==> config.mk <==
export PLATFORM = sky130hd
export DESIGN_NAME = arcade_board_io
export DESIGN_NICKNAME = d
export VERILOG_FILES = /design/src/hw/arcade_io_pkg.sv /design/src/hw/arcade_board_io.sv /design/src/hw/control_mapper.sv /design/src/hw/core_reset_ctrl.sv /design/src/hw/sigma_delta_dac.sv /design/src/hw/video_output_stage.sv
export SDC_FILE = /design/constraint.sdc
export NUM_CORES = 1
export LEC_CHECK = 0
export ABC_AREA = 0
export BUFFER_PORTS_ARGS = -buffer_cell sky130_fd_sc_hd__buf_2
export CORE_MARGIN = 5
export CORE_UTILIZATION = 45
export CTS_CLUSTER_DIAMETER = 150
export DETAILED_ROUTE_END_ITERATION = 10
export GPL_ROUTABILITY_DRIVEN = 0
export PLACE_DENSITY = 0.8
export SLEW_MARGIN = 5
export SYNTH_ARGS = -nofsm -noshare
export SYNTH_HDL_FRONTEND = slang
export SYNTH_HIERARCHICAL = 1
export SYNTH_SLANG_ARGS = --single-unit
==> constraint.sdc <==
create_clock -name clk_i -period 1.61 [get_ports clk_i]
set_input_delay 0.322 -clock clk_i [delete_from_list [all_inputs] [get_ports clk_i]]
set_output_delay 0.322 -clock clk_i [all_outputs]
set_load 0.01 [all_outputs]
==> src/hw/arcade_io_pkg.sv <==
// Shared type definitions for the arcade board I/O subsystem
package arcade_io_pkg;

	// ======================================================================
	// Player inputs
	// ======================================================================

	// One digital joystick as delivered by the configuration link
	typedef struct packed {
		logic [2:0] spare;
		logic       fire;
		logic       up;
		logic       down;
		logic       left;
		logic       right;
	} joy_t;

	// Joystick word decoded from the PS/2 keyboard
	typedef struct packed {
		logic [1:0] spare;
		logic       down;
		logic       up;
		logic       left;
		logic       right;
		logic       coin;
		logic       start2;
		logic       start1;
		logic       fire;
	} kbd_joy_t;

	// Control bits handed to the game core
	typedef struct packed {
		logic up;
		logic down;
		logic left;
		logic right;
		logic fire;
		logic start1;
		logic start2;
		logic coin;
	} player_ctrl_t;

	// ======================================================================
	// Configuration and video
	// ======================================================================

	// Encoding follows the order of the scandoubler menu entry
	typedef enum logic [1:0] {
		SCAN_NONE  = 2'd0,
		SCAN_HQ2X  = 2'd1,
		SCAN_CRT25 = 2'd2,
		SCAN_CRT50 = 2'd3
	} scan_mode_e;

	typedef struct packed {
		logic [24:0] spare_hi;
		logic        reset_toggle;
		logic        spare_5;
		scan_mode_e  scan_mode;
		logic        rotated;
		logic        spare_1;
		logic        menu_reset;
	} cfg_status_t;

	typedef struct packed {
		logic [2:0] r;
		logic [2:0] g;
		logic [2:0] b;
	} rgb3_t;

	typedef struct packed {
		logic [5:0] r;
		logic [5:0] g;
		logic [5:0] b;
	} rgb6_t;

endpackage

==> src/hw/arcade_board_io.sv <==
// Arcade board I/O top level that joins controls, reset, video output and audio DAC
`timescale 1ns/10ps

module arcade_board_io #(
	parameter int RESET_HOLD = 16,
	parameter int PIX_DIV    = 4,
	parameter int DAC_BITS   = 10
) (
	input  logic                        clk_i,
	input  logic                        arst_n_i,
	input  arcade_io_pkg::cfg_status_t  status_i,
	input  logic [1:0]                  buttons_i,
	input  logic                        pll_locked_i,
	input  arcade_io_pkg::kbd_joy_t     kbd_joy_i,
	input  arcade_io_pkg::joy_t         joy0_i,
	input  arcade_io_pkg::joy_t         joy1_i,
	input  arcade_io_pkg::rgb3_t        core_rgb_i,
	input  logic                        hblank_i,
	input  logic                        vblank_i,
	input  logic                        hsync_i,
	input  logic                        vsync_i,
	input  logic [DAC_BITS-1:0]         audio_i,
	output arcade_io_pkg::player_ctrl_t player_ctrl_o,
	output logic                        core_reset_o,
	output logic                        pix_ce_o,
	output arcade_io_pkg::rgb6_t        vga_rgb_o,
	output logic                        vga_hs_o,
	output logic                        vga_vs_o,
	output logic                        audio_l_o,
	output logic                        audio_r_o
);

	logic dac_bit;

	// ======================================================================
	// Player controls
	// ======================================================================

	control_mapper control_mapper_i (
		.clk_i         (clk_i),
		.arst_n_i      (arst_n_i),
		.rotated_i     (status_i.rotated),
		.kbd_joy_i     (kbd_joy_i),
		.joy0_i        (joy0_i),
		.joy1_i        (joy1_i),
		.player_ctrl_o (player_ctrl_o)
	);

	// ======================================================================
	// Core reset
	// ======================================================================

	core_reset_ctrl #(
		.RESET_HOLD (RESET_HOLD)
	) core_reset_ctrl_i (
		.clk_i          (clk_i),
		.arst_n_i       (arst_n_i),
		.menu_reset_i   (status_i.menu_reset),
		.toggle_reset_i (status_i.reset_toggle),
		.buttons_i      (buttons_i),
		.pll_locked_i   (pll_locked_i),
		.core_reset_o   (core_reset_o)
	);

	// ======================================================================
	// Video and audio
	// ======================================================================

	video_output_stage #(
		.PIX_DIV (PIX_DIV)
	) video_output_stage_i (
		.clk_i       (clk_i),
		.arst_n_i    (arst_n_i),
		.scan_mode_i (status_i.scan_mode),
		.rgb_i       (core_rgb_i),
		.hblank_i    (hblank_i),
		.vblank_i    (vblank_i),
		.hsync_i     (hsync_i),
		.vsync_i     (vsync_i),
		.pix_ce_o    (pix_ce_o),
		.rgb_o       (vga_rgb_o),
		.hs_o        (vga_hs_o),
		.vs_o        (vga_vs_o)
	);

	sigma_delta_dac #(
		.DAC_BITS (DAC_BITS)
	) sigma_delta_dac_i (
		.clk_i    (clk_i),
		.arst_n_i (arst_n_i),
		.sample_i (audio_i),
		.dac_o    (dac_bit)
	);

	// The core's sound is mono, both channels carry the same stream
	assign audio_l_o = dac_bit;
	assign audio_r_o = dac_bit;

endmodule

==> src/hw/control_mapper.sv <==
// Control mapper that merges keyboard and joystick inputs into registered player controls
`timescale 1ns/10ps

module control_mapper (
	input  logic                        clk_i,
	input  logic                        arst_n_i,
	input  logic                        rotated_i,
	input  arcade_io_pkg::kbd_joy_t     kbd_joy_i,
	input  arcade_io_pkg::joy_t         joy0_i,
	input  arcade_io_pkg::joy_t         joy1_i,
	output arcade_io_pkg::player_ctrl_t player_ctrl_o
);

	// Each direction seen from any of the three sources
	logic any_up;
	logic any_down;
	logic any_left;
	logic any_right;
	logic any_fire;

	arcade_io_pkg::player_ctrl_t ctrl_next;
	arcade_io_pkg::player_ctrl_t ctrl_q;

	assign any_up    = kbd_joy_i.up    | joy0_i.up    | joy1_i.up;
	assign any_down  = kbd_joy_i.down  | joy0_i.down  | joy1_i.down;
	assign any_left  = kbd_joy_i.left  | joy0_i.left  | joy1_i.left;
	assign any_right = kbd_joy_i.right | joy0_i.right | joy1_i.right;
	assign any_fire  = kbd_joy_i.fire  | joy0_i.fire  | joy1_i.fire;

	// ======================================================================
	// Orientation
	// ======================================================================

	always_comb begin
		ctrl_next = '0;
		if (rotated_i) begin
			// Monitor turned a quarter turn, so the stick is remapped to match
			ctrl_next.up    = any_right;
			ctrl_next.down  = any_left;
			ctrl_next.left  = any_up;
			ctrl_next.right = any_down;
		end else begin
			ctrl_next.up    = any_up;
			ctrl_next.down  = any_down;
			ctrl_next.left  = any_left;
			ctrl_next.right = any_right;
		end

		ctrl_next.fire = any_fire;

		// Start and coin only exist on the keyboard
		ctrl_next.start1 = kbd_joy_i.start1;
		ctrl_next.start2 = kbd_joy_i.start2;
		ctrl_next.coin   = kbd_joy_i.coin;
	end

	// ======================================================================
	// Output register
	// ======================================================================

	always_ff @(posedge clk_i or negedge arst_n_i) begin
		if (!arst_n_i) begin
			ctrl_q <= '0;
		end else begin
			ctrl_q <= ctrl_next;
		end
	end

	assign player_ctrl_o = ctrl_q;

endmodule

==> src/hw/core_reset_ctrl.sv <==
// Core reset controller that combines all reset requests into one stretched reset
`timescale 1ns/10ps

module core_reset_ctrl #(
	parameter int RESET_HOLD = 16
) (
	input  logic       clk_i,
	input  logic       arst_n_i,
	input  logic       menu_reset_i,
	input  logic       toggle_reset_i,
	input  logic [1:0] buttons_i,
	input  logic       pll_locked_i,
	output logic       core_reset_o
);

	localparam int CNT_W = (RESET_HOLD > 0) ? $clog2(RESET_HOLD + 1) : 1;

	logic             reset_req;
	logic             req_meta;
	logic             req_sync;
	logic [CNT_W-1:0] hold_cnt;

	// Button 0 is left to the core, only button 1 acts as a reset
	assign reset_req = menu_reset_i | toggle_reset_i | buttons_i[1] | ~pll_locked_i;

	// Requests come from other domains and from the PLL, so two flops first.
	// Both start high so the core stays in reset straight out of power up
	always_ff @(posedge clk_i or negedge arst_n_i) begin
		if (!arst_n_i) begin
			req_meta <= 1'b1;
			req_sync <= 1'b1;
		end else begin
			req_meta <= reset_req;
			req_sync <= req_meta;
		end
	end

	// ======================================================================
	// Hold counter
	// ======================================================================

	// Reloaded as long as a request is seen, then counts down to zero
	always_ff @(posedge clk_i or negedge arst_n_i) begin
		if (!arst_n_i) begin
			hold_cnt <= CNT_W'(RESET_HOLD);
		end else if (req_sync) begin
			hold_cnt <= CNT_W'(RESET_HOLD);
		end else if (hold_cnt != '0) begin
			hold_cnt <= hold_cnt - 1'b1;
		end
	end

	// The core stays in reset until the hold count has run out
	assign core_reset_o = (hold_cnt != '0);

endmodule

==> src/hw/sigma_delta_dac.sv <==
// First-order sigma-delta modulator that turns audio samples into a one-bit stream
`timescale 1ns/10ps

module sigma_delta_dac #(
	parameter int DAC_BITS = 10
) (
	input  logic                clk_i,
	input  logic                arst_n_i,
	input  logic [DAC_BITS-1:0] sample_i,
	output logic                dac_o
);

	// The sum is one bit wider than the sample, its top bit is the carry
	logic [DAC_BITS:0]   sum;
	logic [DAC_BITS-1:0] err_q;
	logic                dac_q;

	// ======================================================================
	// Error feedback accumulator
	// ======================================================================

	// Whatever does not overflow is kept as the quantization error and added
	// back on the next cycle. Over 2^DAC_BITS cycles of a constant sample the
	// accumulator returns to its start value, so the number of carries in that
	// window equals the sample exactly
	assign sum = {1'b0, err_q} + {1'b0, sample_i};

	always_ff @(posedge clk_i or negedge arst_n_i) begin
		if (!arst_n_i) begin
			err_q <= '0;
			dac_q <= 1'b0;
		end else begin
			err_q <= sum[DAC_BITS-1:0];
			dac_q <= sum[DAC_BITS];
		end
	end

	// Registered so the pin sees a clean edge each cycle
	assign dac_o = dac_q;

endmodule

==> src/hw/video_output_stage.sv <==
// Video output stage that makes the pixel enable and expands, blanks and dims colour
`timescale 1ns/10ps

module video_output_stage #(
	parameter int PIX_DIV = 4
) (
	input  logic                      clk_i,
	input  logic                      arst_n_i,
	input  arcade_io_pkg::scan_mode_e scan_mode_i,
	input  arcade_io_pkg::rgb3_t      rgb_i,
	input  logic                      hblank_i,
	input  logic                      vblank_i,
	input  logic                      hsync_i,
	input  logic                      vsync_i,
	output logic                      pix_ce_o,
	output arcade_io_pkg::rgb6_t      rgb_o,
	output logic                      hs_o,
	output logic                      vs_o
);

	localparam int DIV_W = (PIX_DIV > 1) ? $clog2(PIX_DIV) : 1;

	logic [DIV_W-1:0]     div_cnt;
	logic                 pix_ce_q;
	logic                 blank;
	logic                 line_odd_q;
	arcade_io_pkg::rgb6_t rgb_q;
	logic                 hs_q;
	logic                 vs_q;

	// Widen one channel, blank it and apply the scanline effect on odd lines
	function automatic logic [5:0] shade(input logic [2:0] c3, input logic blank_in,
			input logic odd, input arcade_io_pkg::scan_mode_e mode);
		logic [5:0] c6;
		c6 = blank_in ? 6'd0 : {c3, c3};
		if (odd) begin
			case (mode)
				arcade_io_pkg::SCAN_CRT50: c6 = c6 >> 1;
				arcade_io_pkg::SCAN_CRT25: c6 = c6 - (c6 >> 2);
				default: c6 = c6;
			endcase
		end
		return c6;
	endfunction

	// ======================================================================
	// Pixel enable
	// ======================================================================

	always_ff @(posedge clk_i or negedge arst_n_i) begin
		if (!arst_n_i) begin
			div_cnt  <= '0;
			pix_ce_q <= 1'b0;
		end else begin
			div_cnt  <= (div_cnt == DIV_W'(PIX_DIV - 1)) ? '0 : div_cnt + 1'b1;
			pix_ce_q <= (div_cnt == DIV_W'(PIX_DIV - 1));
		end
	end

	assign pix_ce_o = pix_ce_q;
	assign blank    = hblank_i | vblank_i;

	// ======================================================================
	// Colour and sync registers
	// ======================================================================

	// hs_q and vs_q hold the previous sample, which gives the sync edges.
	// Dimming uses the line parity as it stands before this pixel's edge
	always_ff @(posedge clk_i or negedge arst_n_i) begin
		if (!arst_n_i) begin
			rgb_q      <= '0;
			hs_q       <= 1'b1;
			vs_q       <= 1'b1;
			line_odd_q <= 1'b0;
		end else if (pix_ce_q) begin
			rgb_q.r <= shade(rgb_i.r, blank, line_odd_q, scan_mode_i);
			rgb_q.g <= shade(rgb_i.g, blank, line_odd_q, scan_mode_i);
			rgb_q.b <= shade(rgb_i.b, blank, line_odd_q, scan_mode_i);
			hs_q    <= hsync_i;
			vs_q    <= vsync_i;
			if (vsync_i && !vs_q) begin
				line_odd_q <= 1'b0;
			end else if (hsync_i && !hs_q) begin
				line_odd_q <= ~line_odd_q;
			end
		end
	end

	assign rgb_o = rgb_q;
	assign hs_o  = hs_q;
	assign vs_o  = vs_q;

endmodule

==> Word-level counts from Yosys, hierarchy flattened <==
Index checks and enable logic that the tools add are counted.
{ "word_totals": {"wordCells": 69, "input_bits": 86, "latch_bits": 0, "output_inout_bits": 32, "n_memories": 0, "romBits": 0, "ramBits": 0, "regBits": 50} }
{ "op_classes": {"n_eq_ne": 3, "reduce_logical": 8, "addsub": 6, "mul": 0, "shift": 0, "order_cmp": 0, "n_div": 0, "bitwise": 16, "muxes": 15} }
{ "ops": {"columns": ["op", "n"], "rows": [
  ["2-to-1 mux 6 bit", 6],
  ["case mux 6 bit (2 select lines)", 3],
  ["subtractor 6 x 4 -> 6 bit", 3],
  ["OR 1 bit", 14],
  ["adder 10 x 10 -> 11 bit", 1],
  ["2-to-1 mux 5 bit", 2],
  ["== test 2 bit (second input constant)", 3],
  ["nonzero test 5 bit", 1],
  ["subtractor 5 x 1 -> 5 bit (second input constant)", 1],
  ["2-to-1 mux 4 bit", 1],
  ["nonzero test 2 bit", 2],
  ["adder 2 x 1 -> 2 bit (second input constant)", 1],
  ["logical AND 1 bit", 2],
  ["zero test 1 bit", 2],
  ["2-to-1 mux 1 bit", 2],
  ["2-to-1 mux 2 bit", 1],
  ["inverter 1 bit", 2],
  ["AND reduction 2 bit", 1]
]} }

==> Longest topological paths before layout <==
{ "logic_depth": {"depth_word": 5, "mapped_depth": 10, "ltp_nobuf": 10} }

==> Cells and area by module <==
Netlist, hierarchy kept.
{ "modules_own_cells": {"columns": ["module", "seq_area_each_um2", "area_per_inst_um2", "cells_per_inst", "instances"], "rows": [
  ["video_output_stage", 603.1, 1853.0, 227, 1],
  ["sigma_delta_dac", 275.3, 703.2, 65, 1],
  ["core_reset_ctrl", 178.9, 325.3, 28, 1],
  ["control_mapper", 200.2, 271.5, 18, 1],
  ["arcade_board_io", 0.0, 7.5, 1, 1]
]} }

==> Worst setup path before layout <==
No wires, ideal clock.
{ "synth_path": {"kind": "input -> register", "from": "in vblank_i", "to": "reg video_output_stage_i.rgb_q (netlist bit video_output_stage_i/rgb_o[4])", "path_stages": 9, "arrival_time_ns": 1.888, "setup_ns": 0.077, "slack_ns": -0.355, "t_required_ns": 1.533, "n_path_buf": 0, "cell_sequence": "nor2_2 nand2_1 ha_1 fa_1 nor2b_1 a21oi_1 o32ai_1 a21oi_1 a21oi_1"} }
{ "synth_via": {"elab_chain_len": 5} }
{ "synth_lines": {"columns": ["element", "line", "text"], "rows": [
  ["start: declaration", "arcade_board_io.sv:19", "input logic vblank_i,"],
  ["OR 1 bit (*)", "video_output_stage.sv:61", "assign blank = hblank_i | vblank_i;"],
  ["2-to-1 mux 6 bit (*)", "video_output_stage.sv:35", "c6 = blank_in ? 6'd0 : {c3, c3};"],
  ["subtractor 6 x 4 -> 6 bit", "video_output_stage.sv:39", "arcade_io_pkg::SCAN_CRT25: c6 = c6 - (c6 >> 2);"],
  ["case mux 6 bit (2 select lines)", "video_output_stage.sv:37", "case (mode)"],
  ["2-to-1 mux 6 bit (*)", "video_output_stage.sv:36", "if (odd) begin"],
  ["end: declaration", "video_output_stage.sv:27", "arcade_io_pkg::rgb6_t rgb_q;"]
]} }
Mark *: on every way between the ends. The rest lies on a longest branch, timed or not.
A chain may end at the register's enable or synchronous reset.

==> Worst setup path after layout <==
{ "layout_path": {"from": "reg core_reset_ctrl_i.hold_cnt[1]", "to": "out core_reset_o"} }
{ "layout_via": {"elab_chain_len": 1} }
{ "layout_lines": {"columns": ["element", "line", "text"], "rows": [
  ["start: declaration", "core_reset_ctrl.sv:21", "logic [CNT_W-1:0] hold_cnt;"],
  ["start signal: assignment", "core_reset_ctrl.sv:45", "hold_cnt <= CNT_W'(RESET_HOLD);"],
  ["start signal: assignment", "core_reset_ctrl.sv:47", "hold_cnt <= CNT_W'(RESET_HOLD);"],
  ["start signal: assignment", "core_reset_ctrl.sv:49", "hold_cnt <= hold_cnt - 1'b1;"],
  ["nonzero test 5 bit", "core_reset_ctrl.sv:54", "assign core_reset_o = (hold_cnt != '0);"],
  ["end: declaration", "arcade_board_io.sv:24", "output logic core_reset_o,"]
]} }
Every way passes these cells.

==> impl_summary.log <==
INFO  metric cts.sink_count = 50
INFO  metric rsz0062_at_grt = true
INFO  metric yosysUniqueCellTypes = 54
INFO  metric ff_latch_area = between 1000 and 1500 µm²
INFO  metric multi_input_comb_area = around 2100 µm²
INFO  metric critical_path.startpoint_type = flip-flop
INFO  metric leakagePower = between 0.002 and 0.0025 µW
INFO  metric clockRootBuffer = sky130_fd_sc_hd__clkbuf_8
INFO  metric synth-warning-count = 6
INFO  metric antenna_violations_before_repair = 0
INFO  metric die_height = around 94 µm
INFO  metric final.fill_count = around 550
INFO  metric syn_to_final_growth = 45.2%
INFO  metric antenna_left = 0
INFO  metric floorplan.die_area = a little under 9000 µm²
INFO  metric chipWidth = 93.8 µm
INFO  metric crit_path_start = core_reset_ctrl_i/hold_cnt[1]$_DFFE_PN0P_
INFO  metric power_density = 976 nW/µm²
INFO  metric grt_pass1_vias = 3052
INFO  metric postSynthCellCount = between 300 and 400
INFO  metric cap_violations = 0
INFO  metric ios = approximately 120
INFO  metric number_of_failing_setup_endpoints_in_the_final_timing_report = 15
INFO  metric wire_length_of_the_first_global_routing_pass = 13.8 mm
INFO  metric whs = -0.000319 ns
INFO  metric commonest_cells_after_routing_fill_and_taps_aside = 78 x sky130_fd_sc_hd__buf_2, 53 x sky130_fd_sc_hd__buf_4, 45 x sky130_fd_sc_hd__dfrtp_1, 28 x sky130_fd_sc_hd__nand2_1, 25 x sky130_fd_sc_hd__a21oi_1
INFO  metric finalWorstSetupSlack = -0.256 ns
INFO  metric synth_top_cells_by_area = sky130_fd_sc_hd__dfrtp_1 36%, sky130_fd_sc_hd__ha_1 9.5%, sky130_fd_sc_hd__a21oi_1 4.6%
INFO  metric synthDominantAreaCellType = sky130_fd_sc_hd__dfrtp_1
INFO  metric timing.final.max_slew_violations = 0
INFO  metric netlist_area = 3160 µm²
INFO  metric worst_path_clk_slew = 0.10 ns
INFO  metric finalHoldViolations = 2
INFO  metric critical_path_class = reg2out
INFO  metric tritoncts = done
INFO  metric maximum_buffer_depth_of_the_clock_tree = 2
INFO  metric crit_required = between 1 and 1.5 ns
INFO  metric critPathArrivalTime = between 1.5 and 2 ns
INFO  metric post-route-drc-count = 0
INFO  metric worst_ir_drop_vdd = 0.559 mV
INFO  metric cts_made_buffers = 5
INFO  metric status = finished, violations left
INFO  metric cp_max_fo = 3
INFO  metric final_layout_size_suffix_gt1_share = a little under half
INFO  metric hold_class = in2async
INFO  metric route.vias.total = ~3000
INFO  metric max_freq = between 500 and 600 MHz
INFO  metric clkLatencyLatePin = approximately 0.30 ns
INFO  metric drt_first_pass_iters = 5
INFO  metric port_buffers = 81
INFO  metric dp.final_hpwl = ~6.4 mm
INFO  metric timing.max_slew.rel_slack = 75.6%
INFO  metric violations_in_the_final_reports = negative hold slack, negative setup slack
INFO  metric seq_area_frac_synth = between 30 and 40%
INFO  metric tightestPinTransition = between 0.3 and 0.4 ns
INFO  metric synthesized_area_per_cell = 9.32 µm²
INFO  metric largest_net_degree_at_the_start_of_global_routing = between 50 and 60
INFO  metric net_count_of_the_finished_layout = 586
INFO  metric drt_iter0_markers = about 150
INFO  metric total_power = 4480 µW
INFO  metric final.setup.tns = -1.23 ns
INFO  metric post_synth_arst_share = 100%
INFO  metric count_of_flip_flops_with_a_built_in_enable_after_synthesis = 0
INFO  metric grt_overflow = 0
INFO  metric post_drt_via_cell_ratio = about 5.3
INFO  metric yosys_most_used_dff = sky130_fd_sc_hd__dfrtp_1
INFO  metric core_area = just under 7000 µm²
INFO  metric dp_cells = 549
INFO  metric n_antenna_cell = 0
INFO  metric final_cell_count_no_fill = approximately 570
INFO  metric gr_util_all_layers = 19.4%
INFO  metric synthDominantCellAreaShare = 35.6%
INFO  metric maximum_level_of_the_cts_h_tree = 2
INFO  metric worstReg2RegStart = sigma_delta_dac_i/err_q[0]$_DFF_PN0_
INFO  metric totalWireLength = just under 9 mm
INFO  metric fin_worst_skew = roughly 0.0094 ns
INFO  metric post_drt_wl_per_cell = 15.3 µm
INFO  metric period_share = 116%
INFO  metric placementRows = 30
INFO  metric synth.net_count = between 400 and 500
INFO  metric layout.cells.most_common = sky130_fd_sc_hd__buf_2
INFO  metric post-route-min-period = 1.87 ns
INFO  metric floorplan.initialDensity = a little under half
INFO  metric worstSetupEndpointType = primary output
INFO  metric ys_ff_latch = 50
logic make-up (layout without fill, tap and decap cells):
| kind of cell | after synthesis | count (layout) | share of synthesized area (%) |
|---|---|---|---|
| compound gates | 89 | 89 | 18.8 |
| fa+ha+maj | 28 | 28 | 12.0 |
| xor+xnor | 15 | 15 | 4.16 |
| simple gates | 114 | 114 | 17.8 |
| mux | 6 | 6 | 1.98 |
| flops | 50 | 50 | 39.8 |
| buf+inv | 37 | 171 | 5.38 |
registers in the layout (all words and copies together), names as in the netlist:
name,flops
video_output_stage_i/rgb_o,18
sigma_delta_dac_i/err_q,10
control_mapper_i/player_ctrl_o,8
core_reset_ctrl_i/hold_cnt,5
video_output_stage_i/div_cnt,2
core_reset_ctrl_i/req_meta,1
core_reset_ctrl_i/req_sync,1
sigma_delta_dac_i/dac_o,1
video_output_stage_i/hs_o,1
video_output_stage_i/line_odd_q,1
video_output_stage_i/pix_ce_o,1
video_output_stage_i/vs_o,1
synthesized netlist by cell type, drive strengths merged, types with 2 or more instances:
library cell  number
a211oi             2
a21o               4
a21oi             29
a31oi              7
and2               2
and3               4
buf               10
clkbuf             6
dfrtp             45
dfstp              5
fa                 4
ha                24
inv               21
mux2               2
mux2i              4
nand2             33
nand2b             4
nand3              6
nand3b             2
nand4              3
nor2              31
nor2b             15
nor3               5
o211ai             6
o21a               5
o21ai             17
o22a               3
o22ai              2
o32ai              3
or2                2
or3                2
or3b               2
or4b               2
xnor2             11
xor2               4
per-stage QoR:
stage	setup WS (ns)	cell area [µm²]	util, %
detailed placement	-0.437	4100	60.1
CTS	-0.271	4430	64.9
global placement	-0.393	4100	60.1
global route	-0.322	4590	67.2
finish	-0.256	4590	67.2
floorplan	-0.211	3290	-
where the power goes:
group	total [µW]	internal (µW)	switching [µW]
clock	902	507	395
sequential	1590	1480	112
combinational	1990	1050	937
total	4480	3030	1440
worst paths after layout:
path | cells after the start | slack, ns | to
setup / recovery | 4 | -0.26 | core_reset_o
hold / removal | 2 | -0.0003 | sigma_delta_dac_i/err_q[0]$_DFF_PN0_
setup reg to reg | 8 | -0.21 | sigma_delta_dac_i/err_q[8]$_DFF_PN0_
hold reg to reg | 0 | 0.36 | core_reset_ctrl_i/req_sync$_DFF_PN1_
max in group asynchronous | 2 | 1.32 | core_reset_ctrl_i/hold_cnt[4]$_DFFE_PN1P_
min in group clk_i | 1 | 0.12 | control_mapper_i/player_ctrl_o[0]$_DFF_PN0_
final cells by class:
cell class	count	share of cell area, %
clock buffer	7	1.88
clock inverter	1	0.654
inverter	21	1.94
multi-input combinational	252	45.3
sequential	50	27.4
tap	96	2.62
timing repair buffer	142	20.2
routing by layer:
metal | track usage, % | routed length, µm
met2 | 34.5 | 4390
met4 | 4.09 | 162
met5 | 0 | 0
met1 | 23.8 | 3500
met3 | 4.41 | 633
critical path: stages (launching register included):
cell and delay (ns):
sky130_fd_sc_hd__dfrtp_1 0.39, sky130_fd_sc_hd__inv_1 0.07, sky130_fd_sc_hd__ha_2 0.18, sky130_fd_sc_hd__or4b_4 0.47, sky130_fd_sc_hd__buf_6 0.14
repair_timing:
action | CTS | global route
setup buffers | 9 | 6
gates resized for setup | 36 | 37
hold buffers | 0 | 0
setup endpoints to repair | 20 | 23
pin swaps | 29 | 35
(Power assumes the default switching activity.)
